**config.mk**
```make
export PLATFORM = sky130hd
export DESIGN_NAME = uart
export DESIGN_NICKNAME = d
export VERILOG_FILES = /design/src/uart_pkg.sv /design/src/io_reg_if.sv /design/src/uart_reg_decode.sv /design/src/uart_transmit.sv /design/src/uart_receive.sv /design/src/uart_rx_queue.sv /design/src/uart.sv
export SDC_FILE = /design/constraint.sdc
export NUM_CORES = 1
export LEC_CHECK = 0
export BUFFER_PORTS_ARGS = -buffer_cell sky130_fd_sc_hd__buf_4
export CAP_MARGIN = 20
export CORE_ASPECT_RATIO = 1.1
export CORE_MARGIN = 10
export CORE_UTILIZATION = 45
export DETAILED_ROUTE_END_ITERATION = 8
export MAX_ROUTING_LAYER = met4
export PLACE_DENSITY = 0.69
export SYNTH_ARGS = -nofsm -noshare
export SYNTH_HDL_FRONTEND = slang
export SYNTH_SLANG_ARGS = --single-unit
export TNS_END_PERCENT = 100
```
**constraint.sdc**
```tcl
create_clock -name clk -period 3.7 [get_ports clk]
set_input_delay 0.74 -clock clk [delete_from_list [all_inputs] [get_ports clk]]
set_output_delay 0.74 -clock clk [all_outputs]
set_load 0.005 [all_outputs]
```
**src/uart_pkg.sv**
```systemverilog
package uart_pkg;

	// Register select produced by the address decoder
	typedef enum logic [1:0]
	{
		REG_NONE,
		REG_STATUS,
		REG_RX,
		REG_TX
	} uart_reg_t;

	// Byte offsets from the peripheral base address
	localparam logic [31:0] STATUS_OFFSET = 32'd0;
	localparam logic [31:0] RX_OFFSET = 32'd4;
	localparam logic [31:0] TX_OFFSET = 32'd8;

	// Status word bit positions
	localparam int STAT_TX_READY = 0;
	localparam int STAT_RX_AVAIL = 1;
	localparam int STAT_OVERRUN = 2;
	localparam int STAT_FRAME_ERR = 3;

	// Transmit engine states
	typedef enum logic [1:0]
	{
		TX_IDLE,
		TX_START,
		TX_DATA,
		TX_STOP
	} tx_state_t;

	// Receive engine states
	typedef enum logic [1:0]
	{
		RX_IDLE,
		RX_START,
		RX_DATA,
		RX_STOP
	} rx_state_t;

	typedef logic [7:0] char_t;

endpackage

```
**src/io_reg_if.sv**
```systemverilog
interface io_reg_if;

	// Registered launch of a transmit character
	logic tx_start;
	uart_pkg::char_t tx_char;

	// Combinational pop of the receive queue head
	logic rx_pop;

	// Which register the current address points at
	uart_pkg::uart_reg_t read_sel;

	modport decoder
	(
		output tx_start,
		output tx_char,
		output rx_pop,
		output read_sel
	);

	modport transmitter
	(
		input tx_start,
		input tx_char
	);

	modport queue
	(
		input rx_pop,
		input read_sel
	);

endinterface

```
**src/uart_reg_decode.sv**
```systemverilog
module uart_reg_decode
	#(parameter logic [31:0] BASE_ADDRESS = 32'h0)
	(
		input clk,
		input reset,
		input [31:0] io_address,
		input io_read_en,
		input io_write_en,
		input [31:0] io_write_data,
		io_reg_if.decoder regs
	);

	uart_pkg::uart_reg_t sel;

	// Address match against each register
	always_comb
	begin
		if (io_address == BASE_ADDRESS + uart_pkg::STATUS_OFFSET)
			sel = uart_pkg::REG_STATUS;
		else if (io_address == BASE_ADDRESS + uart_pkg::RX_OFFSET)
			sel = uart_pkg::REG_RX;
		else if (io_address == BASE_ADDRESS + uart_pkg::TX_OFFSET)
			sel = uart_pkg::REG_TX;
		else
			sel = uart_pkg::REG_NONE;
	end

	assign regs.read_sel = sel;

	// Pop takes effect at the next edge in the queue
	assign regs.rx_pop = io_read_en && sel == uart_pkg::REG_RX;

	// Launch pulse, one cycle after the bus write
	always_ff @(posedge clk, posedge reset)
	begin
		if (reset)
			regs.tx_start <= 1'b0;
		else
			regs.tx_start <= io_write_en && sel == uart_pkg::REG_TX;
	end

	// Character captured alongside the launch pulse
	always_ff @(posedge clk)
	begin
		if (io_write_en && sel == uart_pkg::REG_TX)
			regs.tx_char <= io_write_data[7:0];
	end

	// Bus master drives one strobe at a time
	assert property (@(posedge clk) disable iff (reset) !(io_read_en && io_write_en))
		else $error("read and write strobes both high");

endmodule

```
**src/uart_transmit.sv**
```systemverilog
module uart_transmit
	#(parameter int CLOCKS_PER_BIT = 16)
	(
		input clk,
		input reset,
		io_reg_if.transmitter regs,
		output logic tx_ready,
		output logic uart_tx
	);

	localparam int CNT_W = $clog2(CLOCKS_PER_BIT + 1);
	localparam logic [CNT_W-1:0] BIT_LOAD = CNT_W'(CLOCKS_PER_BIT - 1);

	uart_pkg::tx_state_t state;
	logic [CNT_W-1:0] clk_count;
	logic [2:0] bit_index;
	uart_pkg::char_t shift;

	// Frame sequencer, each state lasts one bit period
	always_ff @(posedge clk, posedge reset)
	begin
		if (reset)
		begin
			state <= uart_pkg::TX_IDLE;
			clk_count <= '0;
			bit_index <= '0;
		end
		else
		begin
			case (state)
				uart_pkg::TX_IDLE:
				begin
					if (regs.tx_start)
					begin
						state <= uart_pkg::TX_START;
						clk_count <= BIT_LOAD;
					end
				end

				uart_pkg::TX_START:
				begin
					if (clk_count == '0)
					begin
						state <= uart_pkg::TX_DATA;
						clk_count <= BIT_LOAD;
						bit_index <= '0;
					end
					else
						clk_count <= clk_count - 1'b1;
				end

				uart_pkg::TX_DATA:
				begin
					if (clk_count == '0)
					begin
						clk_count <= BIT_LOAD;
						bit_index <= bit_index + 1'b1;
						// Last data bit hands over to stop
						if (bit_index == 3'd7)
							state <= uart_pkg::TX_STOP;
					end
					else
						clk_count <= clk_count - 1'b1;
				end

				default:
				begin
					if (clk_count == '0)
						state <= uart_pkg::TX_IDLE;
					else
						clk_count <= clk_count - 1'b1;
				end
			endcase
		end
	end

	// Shift out LSB first
	always_ff @(posedge clk)
	begin
		if (state == uart_pkg::TX_IDLE && regs.tx_start)
			shift <= regs.tx_char;
		else if (state == uart_pkg::TX_DATA && clk_count == '0)
			shift <= shift >> 1;
	end

	assign tx_ready = state == uart_pkg::TX_IDLE;

	// Line level per frame section, idle high
	always_comb
	begin
		case (state)
			uart_pkg::TX_START: uart_tx = 1'b0;
			uart_pkg::TX_DATA: uart_tx = shift[0];
			default: uart_tx = 1'b1;
		endcase
	end

	// A write that lands mid-frame is lost
	assert property (@(posedge clk) disable iff (reset)
		regs.tx_start |-> state == uart_pkg::TX_IDLE)
		else $warning("transmit write dropped, transmitter busy");

endmodule

```
**src/uart_receive.sv**
```systemverilog
module uart_receive
	#(parameter int CLOCKS_PER_BIT = 16)
	(
		input clk,
		input reset,
		input uart_rx,
		output logic rx_char_valid,
		output uart_pkg::char_t rx_char,
		output logic rx_frame_error
	);

	localparam int CNT_W = $clog2(CLOCKS_PER_BIT + 1);
	localparam logic [CNT_W-1:0] BIT_LOAD = CNT_W'(CLOCKS_PER_BIT - 1);
	// Lands the start check near the middle of the start bit
	localparam logic [CNT_W-1:0] HALF_LOAD =
		CNT_W'((CLOCKS_PER_BIT >= 2) ? CLOCKS_PER_BIT / 2 - 1 : 0);

	uart_pkg::rx_state_t state;
	logic rx_meta;
	logic rx_sync;
	logic rx_prev;
	logic falling;
	logic [CNT_W-1:0] clk_count;
	logic [2:0] bit_index;

	// Two-flop synchronizer plus one more stage for edge detect
	always_ff @(posedge clk, posedge reset)
	begin
		if (reset)
		begin
			rx_meta <= 1'b1;
			rx_sync <= 1'b1;
			rx_prev <= 1'b1;
		end
		else
		begin
			rx_meta <= uart_rx;
			rx_sync <= rx_meta;
			rx_prev <= rx_sync;
		end
	end

	assign falling = rx_prev && !rx_sync;

	always_ff @(posedge clk, posedge reset)
	begin
		if (reset)
		begin
			state <= uart_pkg::RX_IDLE;
			clk_count <= '0;
			bit_index <= '0;
			rx_char_valid <= 1'b0;
			rx_frame_error <= 1'b0;
		end
		else
		begin
			rx_char_valid <= 1'b0;
			case (state)
				uart_pkg::RX_IDLE:
				begin
					if (falling)
					begin
						state <= uart_pkg::RX_START;
						clk_count <= HALF_LOAD;
					end
				end

				uart_pkg::RX_START:
				begin
					if (clk_count != '0)
						clk_count <= clk_count - 1'b1;
					else if (rx_sync)
						// Glitch, not a real start bit
						state <= uart_pkg::RX_IDLE;
					else
					begin
						state <= uart_pkg::RX_DATA;
						clk_count <= BIT_LOAD;
						bit_index <= '0;
					end
				end

				uart_pkg::RX_DATA:
				begin
					if (clk_count == '0)
					begin
						clk_count <= BIT_LOAD;
						bit_index <= bit_index + 1'b1;
						if (bit_index == 3'd7)
							state <= uart_pkg::RX_STOP;
					end
					else
						clk_count <= clk_count - 1'b1;
				end

				default:
				begin
					if (clk_count == '0)
					begin
						// Stop bit must read high
						rx_frame_error <= !rx_sync;
						rx_char_valid <= 1'b1;
						state <= uart_pkg::RX_IDLE;
					end
					else
						clk_count <= clk_count - 1'b1;
				end
			endcase
		end
	end

	// Data bits enter at the top, LSB ends up at bit 0
	always_ff @(posedge clk)
	begin
		if (state == uart_pkg::RX_DATA && clk_count == '0)
			rx_char <= {rx_sync, rx_char[7:1]};
	end

	// Queue pushes once per frame
	assert property (@(posedge clk) disable iff (reset) rx_char_valid |=> !rx_char_valid)
		else $error("rx_char_valid held longer than one cycle");

endmodule

```
**src/uart_rx_queue.sv**
```systemverilog
module uart_rx_queue
	#(parameter int FIFO_LENGTH = 8)
	(
		input clk,
		input reset,
		io_reg_if.queue regs,
		input rx_char_valid,
		input uart_pkg::char_t rx_char,
		input rx_frame_error,
		input tx_ready,
		output logic [31:0] io_read_data
	);

	localparam int PTR_W = (FIFO_LENGTH > 1) ? $clog2(FIFO_LENGTH) : 1;
	localparam int CNT_W = $clog2(FIFO_LENGTH + 1);
	localparam logic [PTR_W-1:0] LAST_SLOT = PTR_W'(FIFO_LENGTH - 1);
	localparam logic [CNT_W-1:0] ALMOST_FULL = CNT_W'(FIFO_LENGTH - 1);

	// Each entry is frame error above the character
	logic [8:0] fifo_data [FIFO_LENGTH];
	logic [PTR_W-1:0] wr_ptr;
	logic [PTR_W-1:0] rd_ptr;
	logic [CNT_W-1:0] count;
	logic overrun;
	logic empty;
	logic pop;
	logic overrun_drop;
	logic dequeue;
	logic [8:0] head;
	logic [31:0] status_word;

	assign empty = count == '0;
	assign pop = regs.rx_pop && !empty;
	// Make room by discarding the oldest character
	assign overrun_drop = rx_char_valid && count == ALMOST_FULL;
	assign dequeue = pop || overrun_drop;

	always_ff @(posedge clk)
	begin
		if (rx_char_valid)
			fifo_data[wr_ptr] <= {rx_frame_error, rx_char};
	end

	always_ff @(posedge clk, posedge reset)
	begin
		if (reset)
		begin
			wr_ptr <= '0;
			rd_ptr <= '0;
			count <= '0;
		end
		else
		begin
			if (rx_char_valid)
				wr_ptr <= (wr_ptr == LAST_SLOT) ? '0 : wr_ptr + 1'b1;
			if (dequeue)
				rd_ptr <= (rd_ptr == LAST_SLOT) ? '0 : rd_ptr + 1'b1;
			// Push and dequeue together leave the count alone
			if (rx_char_valid && !dequeue)
				count <= count + 1'b1;
			else if (dequeue && !rx_char_valid)
				count <= count - 1'b1;
		end
	end

	// Sticky overrun, set beats clear
	always_ff @(posedge clk, posedge reset)
	begin
		if (reset)
			overrun <= 1'b0;
		else if (overrun_drop)
			overrun <= 1'b1;
		else if (regs.rx_pop)
			overrun <= 1'b0;
	end

	// Empty queue reads back as zero
	assign head = empty ? 9'd0 : fifo_data[rd_ptr];

	always_comb
	begin
		status_word = '0;
		status_word[uart_pkg::STAT_TX_READY] = tx_ready;
		status_word[uart_pkg::STAT_RX_AVAIL] = !empty;
		status_word[uart_pkg::STAT_OVERRUN] = overrun;
		status_word[uart_pkg::STAT_FRAME_ERR] = head[8];
	end

	// Anything other than status returns the head character
	always_comb
	begin
		if (regs.read_sel == uart_pkg::REG_STATUS)
			io_read_data = status_word;
		else
			io_read_data = {24'd0, head[7:0]};
	end

	assert property (@(posedge clk) disable iff (reset) count <= CNT_W'(FIFO_LENGTH))
		else $error("receive queue count above FIFO_LENGTH");

endmodule

```
**src/uart.sv**
```systemverilog
module uart
	#(
		parameter logic [31:0] BASE_ADDRESS = 32'h0,
		parameter int CLOCKS_PER_BIT = 16,
		parameter int FIFO_LENGTH = 8
	)
	(
		input clk,
		input reset,
		input [31:0] io_address,
		input io_read_en,
		input [31:0] io_write_data,
		input io_write_en,
		output logic [31:0] io_read_data,
		output logic uart_tx,
		input uart_rx
	);

	// Receive engine to queue
	logic rx_char_valid;
	uart_pkg::char_t rx_char;
	logic rx_frame_error;
	// Transmit idle, reported in status
	logic tx_ready;

	io_reg_if regs();

	uart_reg_decode #(.BASE_ADDRESS(BASE_ADDRESS)) u_decode
	(
		.clk(clk),
		.reset(reset),
		.io_address(io_address),
		.io_read_en(io_read_en),
		.io_write_en(io_write_en),
		.io_write_data(io_write_data),
		.regs(regs)
	);

	uart_transmit #(.CLOCKS_PER_BIT(CLOCKS_PER_BIT)) u_transmit
	(
		.clk(clk),
		.reset(reset),
		.regs(regs),
		.tx_ready(tx_ready),
		.uart_tx(uart_tx)
	);

	uart_receive #(.CLOCKS_PER_BIT(CLOCKS_PER_BIT)) u_receive
	(
		.clk(clk),
		.reset(reset),
		.uart_rx(uart_rx),
		.rx_char_valid(rx_char_valid),
		.rx_char(rx_char),
		.rx_frame_error(rx_frame_error)
	);

	uart_rx_queue #(.FIFO_LENGTH(FIFO_LENGTH)) u_rx_queue
	(
		.clk(clk),
		.reset(reset),
		.regs(regs),
		.rx_char_valid(rx_char_valid),
		.rx_char(rx_char),
		.rx_frame_error(rx_frame_error),
		.tx_ready(tx_ready),
		.io_read_data(io_read_data)
	);

endmodule

```
## Word level (Yosys, flattened, before mapping)

Memory sizes are Yosys's and may differ from the RTL's.
Index checks and enable logic that the tools add are counted.

| word-level totals | value |
|---|---|
| bits in writable memories | 72 |
| memories kept | 1 |
| flip-flop bits (word level) | 61 |

| cells by class | value |
|---|---|
| mux-type cells | 48 |
| bitwise operators | 1 |
| $add $sub $neg | 8 |
| equal/unequal tests | 26 |
| reductions and logical operators | 38 |

Memories:

| memory | depth | bits a word | read ports | clocked after memory_dff | wr ports | RTL line | text |
|---|---|---|---|---|---|---|---|
| u_rx_queue.fifo_data | 8 | 9 | 1 | 0 | 1 | uart_rx_queue.sv:20 | `logic [8:0] fifo_data [FIFO_LENGTH];` |

Operators by type and width:

| cell | number |
|---|---|
| $mux W5 | 8 |
| $eq A32 B3 Y1 const B | 1 |
| $eq A32 B4 Y1 const B | 1 |
| $logic_not A32 Y1 | 1 |
| $mux W2 | 14 |
| $mux W8 | 3 |
| $mux W3 | 7 |
| $pmux W5 S3 | 1 |
| $add A3 B1 Y3 const B | 4 |
| $eq A3 B3 Y1 const B | 4 |
| $ne A2 B1 Y1 const B | 6 |
| $pmux W2 S3 | 2 |
| $pmux W3 S2 | 2 |
| $reduce_bool A2 Y1 | 6 |
| $logic_and A1 B1 Y1 | 10 |
| $logic_not A5 Y1 | 2 |
| $pmux W5 S2 | 1 |
| $reduce_and A5 Y1 | 2 |
| $sub A5 B1 Y5 const B | 2 |
| $mux W9 | 1 |
| $eq A2 B2 Y1 const B | 4 |
| $mux W4 | 2 |
| $eq A2 B1 Y1 const B | 3 |
| $mux W1 | 6 |
| other kinds (20) | 28 |

## Longest topological paths before layout

Gate-level depths: netlist (run 1).

| depth | value |
|---|---|
| depth in word-level cells | 11 |
| depth in mapped cells | 12 |

## Hierarchy

Synthesis (run 1) repeated with hierarchy kept, for this count alone.

| second synthesis, totals | value |
|---|---|
| cells, all modules | 415 |
| area total of the unflattened synthesis | 6,054.6 sq um |

By module, submodules not included:

| module | sequential area each (sq um) | times used | cells each | area an instance (sq um) |
|---|---|---|---|---|
| uart_rx_queue | 2,437.3 | 1 | 209 | 3,629.7 |
| uart_transmit | 490.5 | 1 | 94 | 1,049.8 |
| uart_receive | 619.3 | 1 | 85 | 992.2 |
| uart_reg_decode | 265.3 | 1 | 27 | 382.9 |

## Worst setup path before layout (run 1)

Ideal clock, no wire load.

| timing path | value |
|---|---|
| path type | input to register |
| start point | input port io_address[27] |
| end point | register u_rx_queue.count[3] |
| setup time | 0.125 ns |
| arrival | 2.677 ns |
| required time | 3.575 ns |
| setup slack | 0.897 ns |
| cell stages on the path | 12 |
| path through | nor4_1 -> nand4_1 -> nor3_2 -> a21oi_2 -> ha_1 -> inv_1 -> ha_1 -> a21o_1 -> a21oi_1 -> xnor2_1 -> nor2_1 -> xor2_1 |

| on the way | value |
|---|---|
| word-level cells in the longest chain between the ends | 11 |

Ends and longest elaborated chain:

| element | RTL line | text |
|---|---|---|
| start, declared | uart.sv:10 | `input [31:0] io_address,` |
| $eq A32 B4 Y1 | uart_reg_decode.sv:22 | `else if (io_address == BASE_ADDRESS + uart_pkg::TX_OFFSET)` |
| $mux W2 | uart_reg_decode.sv:22 |  |
| $mux W2 | uart_reg_decode.sv:20 | `else if (io_address == BASE_ADDRESS + uart_pkg::RX_OFFSET)` |
| $mux W2 (*) | uart_reg_decode.sv:18 | `if (io_address == BASE_ADDRESS + uart_pkg::STATUS_OFFSET)` |
| $eq A2 B2 Y1 (*) | uart_reg_decode.sv:31 | `assign regs.rx_pop = io_read_en && sel == uart_pkg::REG_RX;` |
| $logic_and A1 B1 Y1 (*) | uart_reg_decode.sv:31 |  |
| $logic_and A1 B1 Y1 (*) | uart_rx_queue.sv:33 | `assign pop = regs.rx_pop && !empty;` |
| $logic_or A1 B1 Y1 (*) | uart_rx_queue.sv:36 | `assign dequeue = pop \|\| overrun_drop;` |
| $logic_not A1 Y1 | uart_rx_queue.sv:59 | `if (rx_char_valid && !dequeue)` |
| $logic_and A1 B1 Y1 | uart_rx_queue.sv:59 |  |
| $mux W4 or $reduce_bool A2 Y1 (tied branches) | n/a |  |
| end signal, assigned | uart_rx_queue.sv:60 | `count <= count + 1'b1;` |
| end signal, assigned | uart_rx_queue.sv:62 | `count <= count - 1'b1;` |
| end, declared | uart_rx_queue.sv:23 | `logic [CNT_W-1:0] count;` |

Mark *: on every way between the ends. The rest lies on a longest branch, timed or not.
A chain may end at the register's enable or synchronous reset.

## Final worst setup path (run 1)

| timing path | value |
|---|---|
| start point | input port io_address[16] |
| end point | output port io_read_data[2] |

| on the way | value |
|---|---|
| word-level cells in the longest chain between the ends | 6 |

Ends and longest elaborated chain:

| element | RTL line | text |
|---|---|---|
| $eq A32 B4 Y1 | uart_reg_decode.sv:22 |  |
| $mux W2 | uart_reg_decode.sv:22 |  |
| $mux W2 | uart_reg_decode.sv:20 |  |
| $mux W2 (*) | uart_reg_decode.sv:18 |  |
| $eq A2 B1 Y1 (*) | uart_rx_queue.sv:92 | `if (regs.read_sel == uart_pkg::REG_STATUS)` |
| $mux W8 (*) | uart_rx_queue.sv:92 |  |
| end, declared | uart.sv:14 | `output logic [31:0] io_read_data,` |

Marks and branches as above.

==> impl_metrics.py, run 1 <==
metrics = {
    "run_status": {
        "status": "complete, no violations",
    },
    "placed_design": {
        "numPortBuffers": 53,
        "place.gp.congestion": 0.785,
        "dp.final_hpwl_um": 7780,
    },
    "yosys": {
        "yosysTopAreaCell": "edfxtp_1",
        "synth_common_cells": "edfxtp_1, dfrtp_1, nand2_1",
        "synthTopCellsByArea": "edfxtp_1, dfrtp_1, mux4_2",
        "ys_seq_elements": 133,
        "synthArstFlopShare_pct": 27.8,
        "yosysMostFrequentCell": "edfxtp_1",
        "synth_edf_count": 96,
        "syn_inst": 401,
        "avgSynthCellArea_um2": 14.8,
        "synth_flop_cell": "edfxtp_1",
        "synth_warnings": 0,
        "synth_top_area_share_pct": 48.5,
        "synth_cell_types": 55,
        "syn-cell-area_um2": 5940,
        "ys_seq_area_share_pct": 64.1,
    },
    "sta": {
        "final.period_utilization_pct": 87.7,
        "holdWs_ns": 0.359,
        "rsz0062_at_grt": "no",
        "maxSlewViolCount": 0,
        "skew_ns": 0.0109,
        "slew-limit-headroom_pct": 31.2,
        "setup_tns_ns": 0,
        "hold_violations": 0,
        "finalCriticalPeriod_ns": 3.25,
        "setup_violations": 0,
        "tightest_slew_ns": 1.03,
        "fmax_ghz": 0.308,
    },
    "worst_setup_path": {
        "crit_type": "in -> out",
        "cp-start-kind": "input pin",
        "r2r_slack_ns": 0.96,
        "critPathRequiredTime_ns": 2.96,
        "cpMostUsedCell": "buf_4",
        "cp_max_fo": 6,
        "arrival_ns": 2.51,
        "r2r-start": "u_rx_queue.count[0]$_DFFE_PP0P_",
        "max_stage_delay_ns": 0.43,
        "crit_path_top_delay_cell": "nor4b_4",
        "crit_start": "io_address[16]",
        "worstSetupEndpointType": "output port",
        "path_cells": "buf_4, nor4_1, nand4_1, nor4b_4, or2_1, o21ai_1, buf_4",
    },
    "route": {
        "firstDrtPassIters": 4,
        "route.detailed.drc": 0,
        "vias": 3413,
        "wl_um": 11500,
        "drt_first_iter_violations": 201,
        "avgViaCountPerCell": 5.39,
        "antenna_left": 0,
        "wl_per_cell_um": 18.1,
    },
    "clock_tree": {
        "clock_latency_ns": 0.41,
        "hold_buffers": 0,
        "clkSinkCount": 133,
        "ctsHtreeMaxLevel": 4,
        "cts-buffers-inserted": 17,
        "cts_resized": 0,
        "cts_root_buf": "clkbuf_16",
        "cts_tree": "built",
        "cts.clk_slew.worst_paths_ns": 0.06,
        "cts_max_path_buffers": 2,
        "postCtsSetupBuffers": 0,
    },
    "final_layout": {
        "final_nets": 550,
        "drive_gt1_share_pct": 27.5,
        "area_growth_pct": 18.4,
        "n_antenna_cell": 0,
    },
    "floorplanning": {
        "die_area_um2": 18200,
        "die_x_um": 130,
        "start_util_pct": 46.6,
        "pin_count": 102,
        "num_rows": 43,
        "die_h_um": 141,
        "core_um2": 12800,
    },
    "global_routing": {
        "grt_pass1_vias": 3509,
        "grt_max_degree": 38,
        "grt_overflow": 0,
        "grt_pass1_wl_um": 18500,
        "grt_usage_pct": 13.4,
        "antenna_found_initial": 0,
    },
    "power": {
        "vdd_drop_max_v": 0.000424,
        "p_leak_nw": 2.67,
        "power.density_nw_per_um2": 558,
    },
    "worst_hold_path": {
        "hp-class": "reg -> reg",
        "min_from": "u_receive.rx_meta$_DFF_PP1_",
    },
    "run": {
        "drv_cap": 0,
    },
}
where the power goes:
part	internal [W]	switching, W
combinational	0.000218	0.000207
clock	0.00108	0.000653
sequential	0.00167	0.000102
logic make-up after synthesis:
kind of cell | after synthesis | synth area share [%]
AOI/OAI and AO/OA | 56 | 6.31
xor gates and xnor gates | 5 | 0.737
DFF | 133 | 64.1
other | 1 | 0.0631
muxes | 42 | 11.3
adders and majority gates | 18 | 3.91
and+or+nand+nor | 97 | 8.71
buffers and inverters | 49 | 4.86
sequential cells by signal, indices dropped and copies added, names as in the netlist, 2 cells and up:
| register | count |
|---|---|
| u_decode.regs.tx_char | 8 |
| u_receive.bit_index | 3 |
| u_receive.clk_count | 5 |
| u_receive.rx_char | 8 |
| u_receive.state | 2 |
| u_rx_queue.count | 4 |
| u_rx_queue.fifo_data | 72 |
| u_rx_queue.rd_ptr | 3 |
| u_rx_queue.wr_ptr | 3 |
| u_transmit.bit_index | 3 |
| u_transmit.clk_count | 5 |
| u_transmit.shift | 8 |
| u_transmit.state | 2 |
worst max-delay path: cells and delay by family:
family / cells / cell delay, ns
and+or+nand+nor: 4 / 1.35
buffers and inverters: 2 / 0.27
AOI/OAI and AO/OA: 1 / 0.15
metrics by stage:
step	area [um2]	total power, W	instances	util (%)	setup slack [ns]
global route	7040	0.00409	633	55.2	0.286
global placement	6420	0.00220	601	50.3	0.535
detailed placement	6420	0.00223	601	50.3	0.439
floorplan	6030	0.00207	424	-	0.897
CTS	7040	0.00396	633	55.2	0.438
finish	7040	0.00393	633	55.2	0.455
cell type report:
class	count	area, um2
clock buffers	17	425
repair buffers	56	420
well taps	157	196
inverters	13	48.8
flip-flops and latches	133	3810
multi-input cells	242	1940
fillers	995	5710
clock inverters	15	195
path summary, 6_finish.rpt:
kind,end,cells after the start
max,io_read_data[2],7
min,u_receive.rx_sync$_DFF_PP1_,0
max reg2reg,u_rx_queue.count[3]$_DFFE_PP0P_,11
min reg2reg,u_receive.rx_sync$_DFF_PP1_,0
max in group asynchronous,u_receive.rx_meta$_DFF_PP1_,3
min in group asynchronous,u_transmit.state[1]$_DFFE_PP0P_,3
cell usage in the layout (no fill, tap or decap), types with 7 or more instances in the layout:
cell       netlist  routed
edfxtp_1        96      96
buf_4           24      56
dfrtp_1         34      34
nand2_1         30      30
nor2_1          27      27
conb_1           1      24
mux4_2          18      18
ha_1            17      17
clkbuf_16        0      17
inv_1           13      13
a21oi_1         12      12
mux2_2          11      11
o21ai_0          9       9
mux2i_1          8       8
nor4_1           7       7
layer usage:
metal	up-vias	routed length (um)	global-route usage, %
met4	0	136	3.73
met5	-	0	-
met2	80	5980	22.2
met3	12	609	3.85
met1	1719	4730	15.6
li1	1602	-	-
(Power assumes the default switching activity.)
==> run 2: changes to the inputs <==
--- a/config.mk
+++ b/config.mk
@@ -7,2 +7,3 @@
 export LEC_CHECK = 0
+export ABC_AREA = 1
 export BUFFER_PORTS_ARGS = -buffer_cell sky130_fd_sc_hd__buf_4
@@ -15,2 +16,3 @@
 export PLACE_DENSITY = 0.69
+export RECOVER_POWER = 100
 export SYNTH_ARGS = -nofsm -noshare
==> constraint.sdc (replaced) <==
create_clock -name clk -period 3.7 [get_ports clk]
set_input_delay 0.185 -clock clk [delete_from_list [all_inputs] [get_ports clk]]
set_output_delay 0.185 -clock clk [all_outputs]
set_load 0.005 [all_outputs]
==> impl_metrics.py, run 2 <==
metrics = {
    "run_status": {
        "violations": "capacitance limit, slew limit",
        "status": "finished with violations",
    },
    "placed_design": {
        "numPortBuffers": 53,
        "place.gp.congestion": 0.762,
        "dp_cells": 790,
        "dp.final_hpwl_um": 8370,
    },
    "floorplanning": {
        "die_h_um": 142,
        "die_area_um2": 18700,
        "core_um2": 13300,
        "num_rows": 44,
        "pin_count": 102,
        "die_x_um": 131,
        "start_util_pct": 46.1,
    },
    "clock_tree": {
        "cts_root_buf": "clkbuf_16",
        "clock_latency_ns": 0.41,
        "cts_max_path_buffers": 2,
        "cts_tree": "built",
        "ctsHtreeMaxLevel": 4,
        "cts-buffers-inserted": 17,
        "cts.clk_slew.worst_paths_ns": 0.06,
        "clkSinkCount": 133,
    },
    "sta": {
        "slew-limit-headroom_pct": -34.4,
        "fmax_ghz": 0.376,
        "tightest_slew_ns": 2.02,
        "hold_violations": 0,
        "setup_violations": 0,
        "setup_tns_ns": 0,
        "final.period_utilization_pct": 71.9,
        "finalCriticalPeriod_ns": 2.66,
        "maxSlewViolCount": 38,
        "rsz0062_at_grt": "no",
        "skew_ns": 0.0111,
    },
    "yosys": {
        "synth_top_area_share_pct": 47.1,
        "ys_seq_area_share_pct": 62.3,
        "synth_flop_cell": "edfxtp_1",
        "ys_seq_elements": 133,
        "synth_cell_types": 44,
        "yosysTopAreaCell": "edfxtp_1",
        "syn_inst": 562,
        "syn-cell-area_um2": 6120,
        "synth-simple-area-share_pct": 15.8,
        "synth-xor-area-share_pct": 1.14,
        "yosysMostFrequentCell": "nand2_1",
        "avgSynthCellArea_um2": 10.9,
        "synth_warnings": 0,
        "synth.area.mux_share_pct": 1.47,
        "synthTopCellsByArea": "edfxtp_1, dfrtp_1, nand2_1",
        "synth-compound-area-share_pct": 8.32,
        "synth_edf_count": 96,
        "synth_common_cells": "nand2_1, edfxtp_1, nor2_1",
        "synth-adder-area-share_pct": 3.80,
        "synthArstFlopShare_pct": 27.8,
        "synth_top_family_by_area": "simple AND/OR/NAND/NOR gates",
    },
    "global_routing": {
        "grt_pass1_wl_um": 20600,
        "grt_pass1_vias": 4175,
        "grt_max_degree": 40,
        "antenna_found_initial": 0,
        "grt_usage_pct": 14.1,
        "grt_overflow": 0,
    },
    "final_layout": {
        "regArea_um2": 3810,
        "largest-register": "u_rx_queue.fifo_data",
        "multi_input_area_um2": 1910,
        "utilization_pct": 54.5,
        "layout_common_cells": "nand2_1, edfxtp_1, nor2_1",
        "fin_cells": 833,
        "n_antenna_cell": 0,
        "final_nets": 723,
        "largest_register_ffs": 72,
        "area_growth_pct": 18.2,
        "drive_gt1_share_pct": 17.1,
        "fillCellCount": 1142,
        "final_common_cell": "nand2_1",
    },
    "worst_hold_path": {
        "hp-class": "in -> reg",
    },
    "power": {
        "p_leak_nw": 2.90,
        "power.clock.fraction_pct": 36.9,
        "vdd_drop_max_v": 0.000307,
        "pwr-share-seq_pct": 41.4,
        "power.switching_w": 0.00142,
        "power.density_nw_per_um2": 622,
        "p_int_w": 0.00308,
        "p_comb_share_pct": 21.7,
        "netSwitchingFraction_pct": 31.6,
    },
    "worst_setup_path": {
        "crit_type": "reg -> reg",
        "cp-start-kind": "flip-flop",
        "worstSetupEndpointType": "flip-flop",
        "critPathRequiredTime_ns": 3.99,
        "cp_max_fo": 7,
        "arrival_ns": 2.95,
        "r2r_slack_ns": 1.04,
    },
    "route": {
        "drt_first_iter_violations": 240,
        "vias": 4157,
        "antenna_left": 0,
        "avgViaCountPerCell": 4.99,
        "route.detailed.drc": 0,
        "wl_um": 12800,
        "firstDrtPassIters": 5,
        "wl_per_cell_um": 15.3,
    },
    "run": {
        "drv_cap": 1,
    },
}
[run 2: changes by cell type after synthesis, moves of 5 or more]
cell      change
nor4_1        -7
mux2i_1       -8
nand3_1      +29
nand2_1      +68
inv_2         +5
nand2b_1      -6
a22o_1        -5
nor2_1       +46
o21ai_1      +10
o22ai_1       +7
mux4_2       -18
inv_1        +24
o21ai_0      +29
[run 2: repair_timing]
item                      in CTS  in global routing
resized for setup              0                  0
hold buffers                  10                  0
buffers inserted               0                  0
hold endpoints to repair      43                  0
[run 2: power by group through the flow]
stage | clock network [W] | registers, W | logic [W]
after global routing | 0.00176 | 0.00188 | 0.00111
final | 0.00166 | 0.00186 | 0.000975
after global placement | 0 | 0.00188 | 0.000975
after detailed placement | 0 | 0.00189 | 0.00102
after CTS | 0.00168 | 0.00186 | 0.00104
after floorplan | 0 | 0.00185 | 0.000763
[run 2: per-stage QoR]
step | total power (W) | setup slack, ns | hold WS (ns) | cell area [um2]
final | 0.00450 | 1.04 | 0.0712 | 7230
after global routing | 0.00475 | 0.808 | 0.110 | 7230
after CTS | 0.00459 | 1.14 | 0.0634 | 7300
after detailed placement | 0.00291 | 1.10 | 0.295 | 6610
after global placement | 0.00286 | 1.25 | 0.294 | 6610
after floorplan | 0.00261 | 1.51 | 0.189 | 6210
[run 2: routing by layer]
layer,GRT usage (%),up-vias,wire [um]
met4,4.74,0,96
li1,-,2015,-
met5,-,-,0
met3,3.88,8,678
met2,24.0,115,6640
met1,15.7,2019,5370
[run 2: cell families (layout without fill, tap and decap cells)]
kind of cell | after synthesis | count (layout)
fa+ha+maj | 18 | 18
compound gates | 90 | 90
xor+xnor | 8 | 8
simple gates | 222 | 222
buf+inv | 82 | 146
other cells | 1 | 24
mux | 8 | 8
flops | 133 | 133
[run 2: critical path: stages, from the launching register on]
cell and delay (ns):
dfrtp_1 0.43, nor2_1 0.13, nand3_1 0.30, nand3_1 0.28
nand2_1 0.13, inv_1 0.08, ha_1 0.13, inv_1 0.09
ha_1 0.34, a21oi_1 0.14, nand2_1 0.08, a21oi_1 0.13
o21ai_0 0.11, xor2_1 0.15
[run 2: path summary, 6_finish.rpt]
path / to / startpoint / depth (start not counted)
setup / recovery: u_rx_queue.count[3]$_DFFE_PP0P_ / u_rx_queue.count[1]$_DFFE_PP0P_ / 13
max in group asynchronous: u_receive.bit_index[0]$_DFFE_PP0P_ / reset / 4
setup reg to reg: u_rx_queue.count[3]$_DFFE_PP0P_ / u_rx_queue.count[1]$_DFFE_PP0P_ / 13
min in group asynchronous: u_receive.clk_count[0]$_DFFE_PP0P_ / reset / 4
hold / removal: u_rx_queue.overrun$_DFFE_PP0P_ / io_read_en / 4
hold reg to reg: u_receive.rx_sync$_DFF_PP1_ / u_receive.rx_meta$_DFF_PP1_ / 0
[run 2: area by class of cell]
type | count | area share, %
multi-input cells | 370 | 26.4
flip-flops and latches | 133 | 52.7
inverters | 45 | 2.42
repair buffers | 69 | 7.25
clock buffers | 17 | 5.88
clock inverters | 15 | 2.21
well taps | 184 | 3.18
==> run 3: changes to the inputs <==
Settings changed: ABC_AREA 1 to 0.
Clock period 3.7 ns to 2.55 ns, I/O delays scaled along.
==> impl_metrics.py, run 3 (synthesized netlist as in run 1, its figures left out) <==
metrics = {
    "run_status": {
        "status": "complete, no violations",
    },
    "sta": {
        "setup_tns_ns": 0,
        "slew-limit-headroom_pct": 36.7,
        "finalCriticalPeriod_ns": 2.41,
        "tightest_slew_ns": 0.950,
        "maxSlewViolCount": 0,
        "fmax_ghz": 0.415,
        "hold_violations": 0,
        "final.period_utilization_pct": 94.5,
        "setup_violations": 0,
        "skew_ns": 0.00723,
        "rsz0062_at_grt": "yes",
    },
    "global_routing": {
        "grt_usage_pct": 14.3,
        "grt_overflow": 0,
        "grt_max_degree": 38,
        "grt_pass1_vias": 3707,
        "antenna_found_initial": 0,
        "grt_pass1_wl_um": 19700,
    },
    "floorplanning": {
        "start_util_pct": 46.6,
        "pin_count": 102,
        "die_h_um": 141,
        "core_um2": 12800,
        "die_area_um2": 18200,
        "die_x_um": 130,
        "num_rows": 43,
    },
    "clock_tree": {
        "cts_tree": "built",
        "ctsHtreeMaxLevel": 4,
        "cts.clk_slew.worst_paths_ns": 0.06,
        "clock_latency_ns": 0.41,
        "clkSinkCount": 133,
        "cts_root_buf": "clkbuf_16",
        "cts_max_path_buffers": 2,
        "cts-buffers-inserted": 17,
    },
    "worst_setup_path": {
        "crit_path_top_delay_cell": "dfrtp_1",
        "crit_type": "reg -> reg",
        "arrival_ns": 2.70,
        "cp_max_fo": 3,
        "cp-start-kind": "flip-flop",
        "critical-path-top-delay-family": "compound AO/OA/AOI/OAI gates",
        "worstSetupEndpointType": "flip-flop",
        "critPathRequiredTime_ns": 2.84,
        "path_cells": "nor4_4, nor3_1, a21oi_2, ha_2, inv_1, ha_1, a21o_1, a21oi_1, xnor2_1, nor2_1, xor2_1",
        "max_stage_delay_ns": 0.43,
        "cp_num_buf_inv": 1,
    },
    "power": {
        "p_leak_nw": 2.75,
        "p_total_w": 0.00584,
        "power.density_nw_per_um2": 803,
        "vdd_drop_max_v": 0.000577,
    },
    "route": {
        "avgViaCountPerCell": 5.32,
        "wl_per_cell_um": 18.3,
        "vias": 3514,
        "firstDrtPassIters": 5,
        "antenna_left": 0,
        "route.detailed.drc": 0,
        "wl_um": 12100,
        "drt_first_iter_violations": 274,
    },
    "final_layout": {
        "n_antenna_cell": 0,
        "final_common_cell": "edfxtp_1",
        "multi_input_area_um2": 1940,
        "layout_common_cells": "edfxtp_1, buf_4, dfrtp_1",
        "regArea_um2": 3810,
        "largest_register_ffs": 72,
        "fillCellCount": 978,
        "final_nets": 579,
        "utilization_pct": 57.0,
        "drive_gt1_share_pct": 27.6,
        "area_growth_pct": 22.2,
        "largest-register": "u_rx_queue.fifo_data",
        "final_cell_area_um2": 7270,
    },
    "worst_hold_path": {
        "hp-class": "in -> reg",
    },
    "run": {
        "drv_cap": 0,
    },
    "placed_design": {
        "dp.final_hpwl_um": 8200,
        "place.gp.congestion": 0.818,
        "placed_cell_area_um2": 6560,
        "numPortBuffers": 53,
    },
}
==> run 3: cell types whose count changed in the layout (fill, tap and decap cells not counted), moves of 8 or more <==
cell	delta
buf_4	+15
o21ai_0	-35
nand2_1	-70
inv_1	-25
mux2i_1	+8
mux4_2	+18
nand3_1	-31
nor2_1	-47
==> run 3: final cells by class <==
type                       count  share of cell area [%]
sequential                   133                    52.5
tap                          157                    2.70
inverter                      13                   0.672
timing repair buffer          85                    8.80
multi-input combinational    242                    26.7
clock buffer                  18                    5.91
clock inverter                13                    2.72
==> run 3: per-stage QoR <==
stage / setup slack [ns] / hold slack, ns / cells
after floorplan: 0.149 / 0.132 / 424
after global placement: 0.0721 / 0.237 / 619
after detailed placement: 0.0371 / 0.238 / 619
after CTS: 0.0198 / 0.0354 / 660
after global routing: 0.000801 / 0.0925 / 661
final: 0.139 / 0.0419 / 661
==> run 3: worst reg2reg max path: cells and delay by family, from the launching register on <==
family | cells | cell delay, ns
xor gates and xnor gates | 2 | 0.26
and+or+nand+nor | 3 | 0.47
DFF | 1 | 0.43
buffers and inverters | 1 | 0.07
adders and majority gates | 2 | 0.50
AOI/OAI and AO/OA | 3 | 0.55
==> run 3: timing repair <==
action                                  4_1_cts  5_1_grt
gates resized for setup                       0        3
hold buffers                                 10        0
buffers inserted                              0        1
endpoints found under the setup margin        0        2
hold endpoints to repair                     43        0
==> run 3: power breakdown <==
group          internal, W  leakage [nW]  switching [W]
clock              0.00165         0.302       0.000933
sequential         0.00242          1.32       0.000140
combinational     0.000369          1.13       0.000327
total              0.00444          2.75        0.00140
==> run 3: final timing paths <==
kind,from,end,slack (ns),cells after the start
setup / recovery,u_rx_queue.count[3]$_DFFE_PP0P_,u_rx_queue.count[3]$_DFFE_PP0P_,0.14,11
hold / removal,io_address[3],u_rx_queue.overrun$_DFFE_PP0P_,0.04,4
setup reg to reg,u_rx_queue.count[3]$_DFFE_PP0P_,u_rx_queue.count[3]$_DFFE_PP0P_,0.14,11
hold reg to reg,u_receive.rx_meta$_DFF_PP1_,u_receive.rx_sync$_DFF_PP1_,0.36,0
max in group asynchronous,reset,u_rx_queue.rd_ptr[1]$_DFFE_PP0P_,1.33,4
min in group asynchronous,reset,u_receive.bit_index[2]$_DFFE_PP0P_,0.57,4
==> run 3: metal layers <==
metal	track usage (%)	share of wire [%]
met3	3.81	4.5
met2	23.6	52
met5	-	0
met1	16.6	42
met4	4.62	1.4
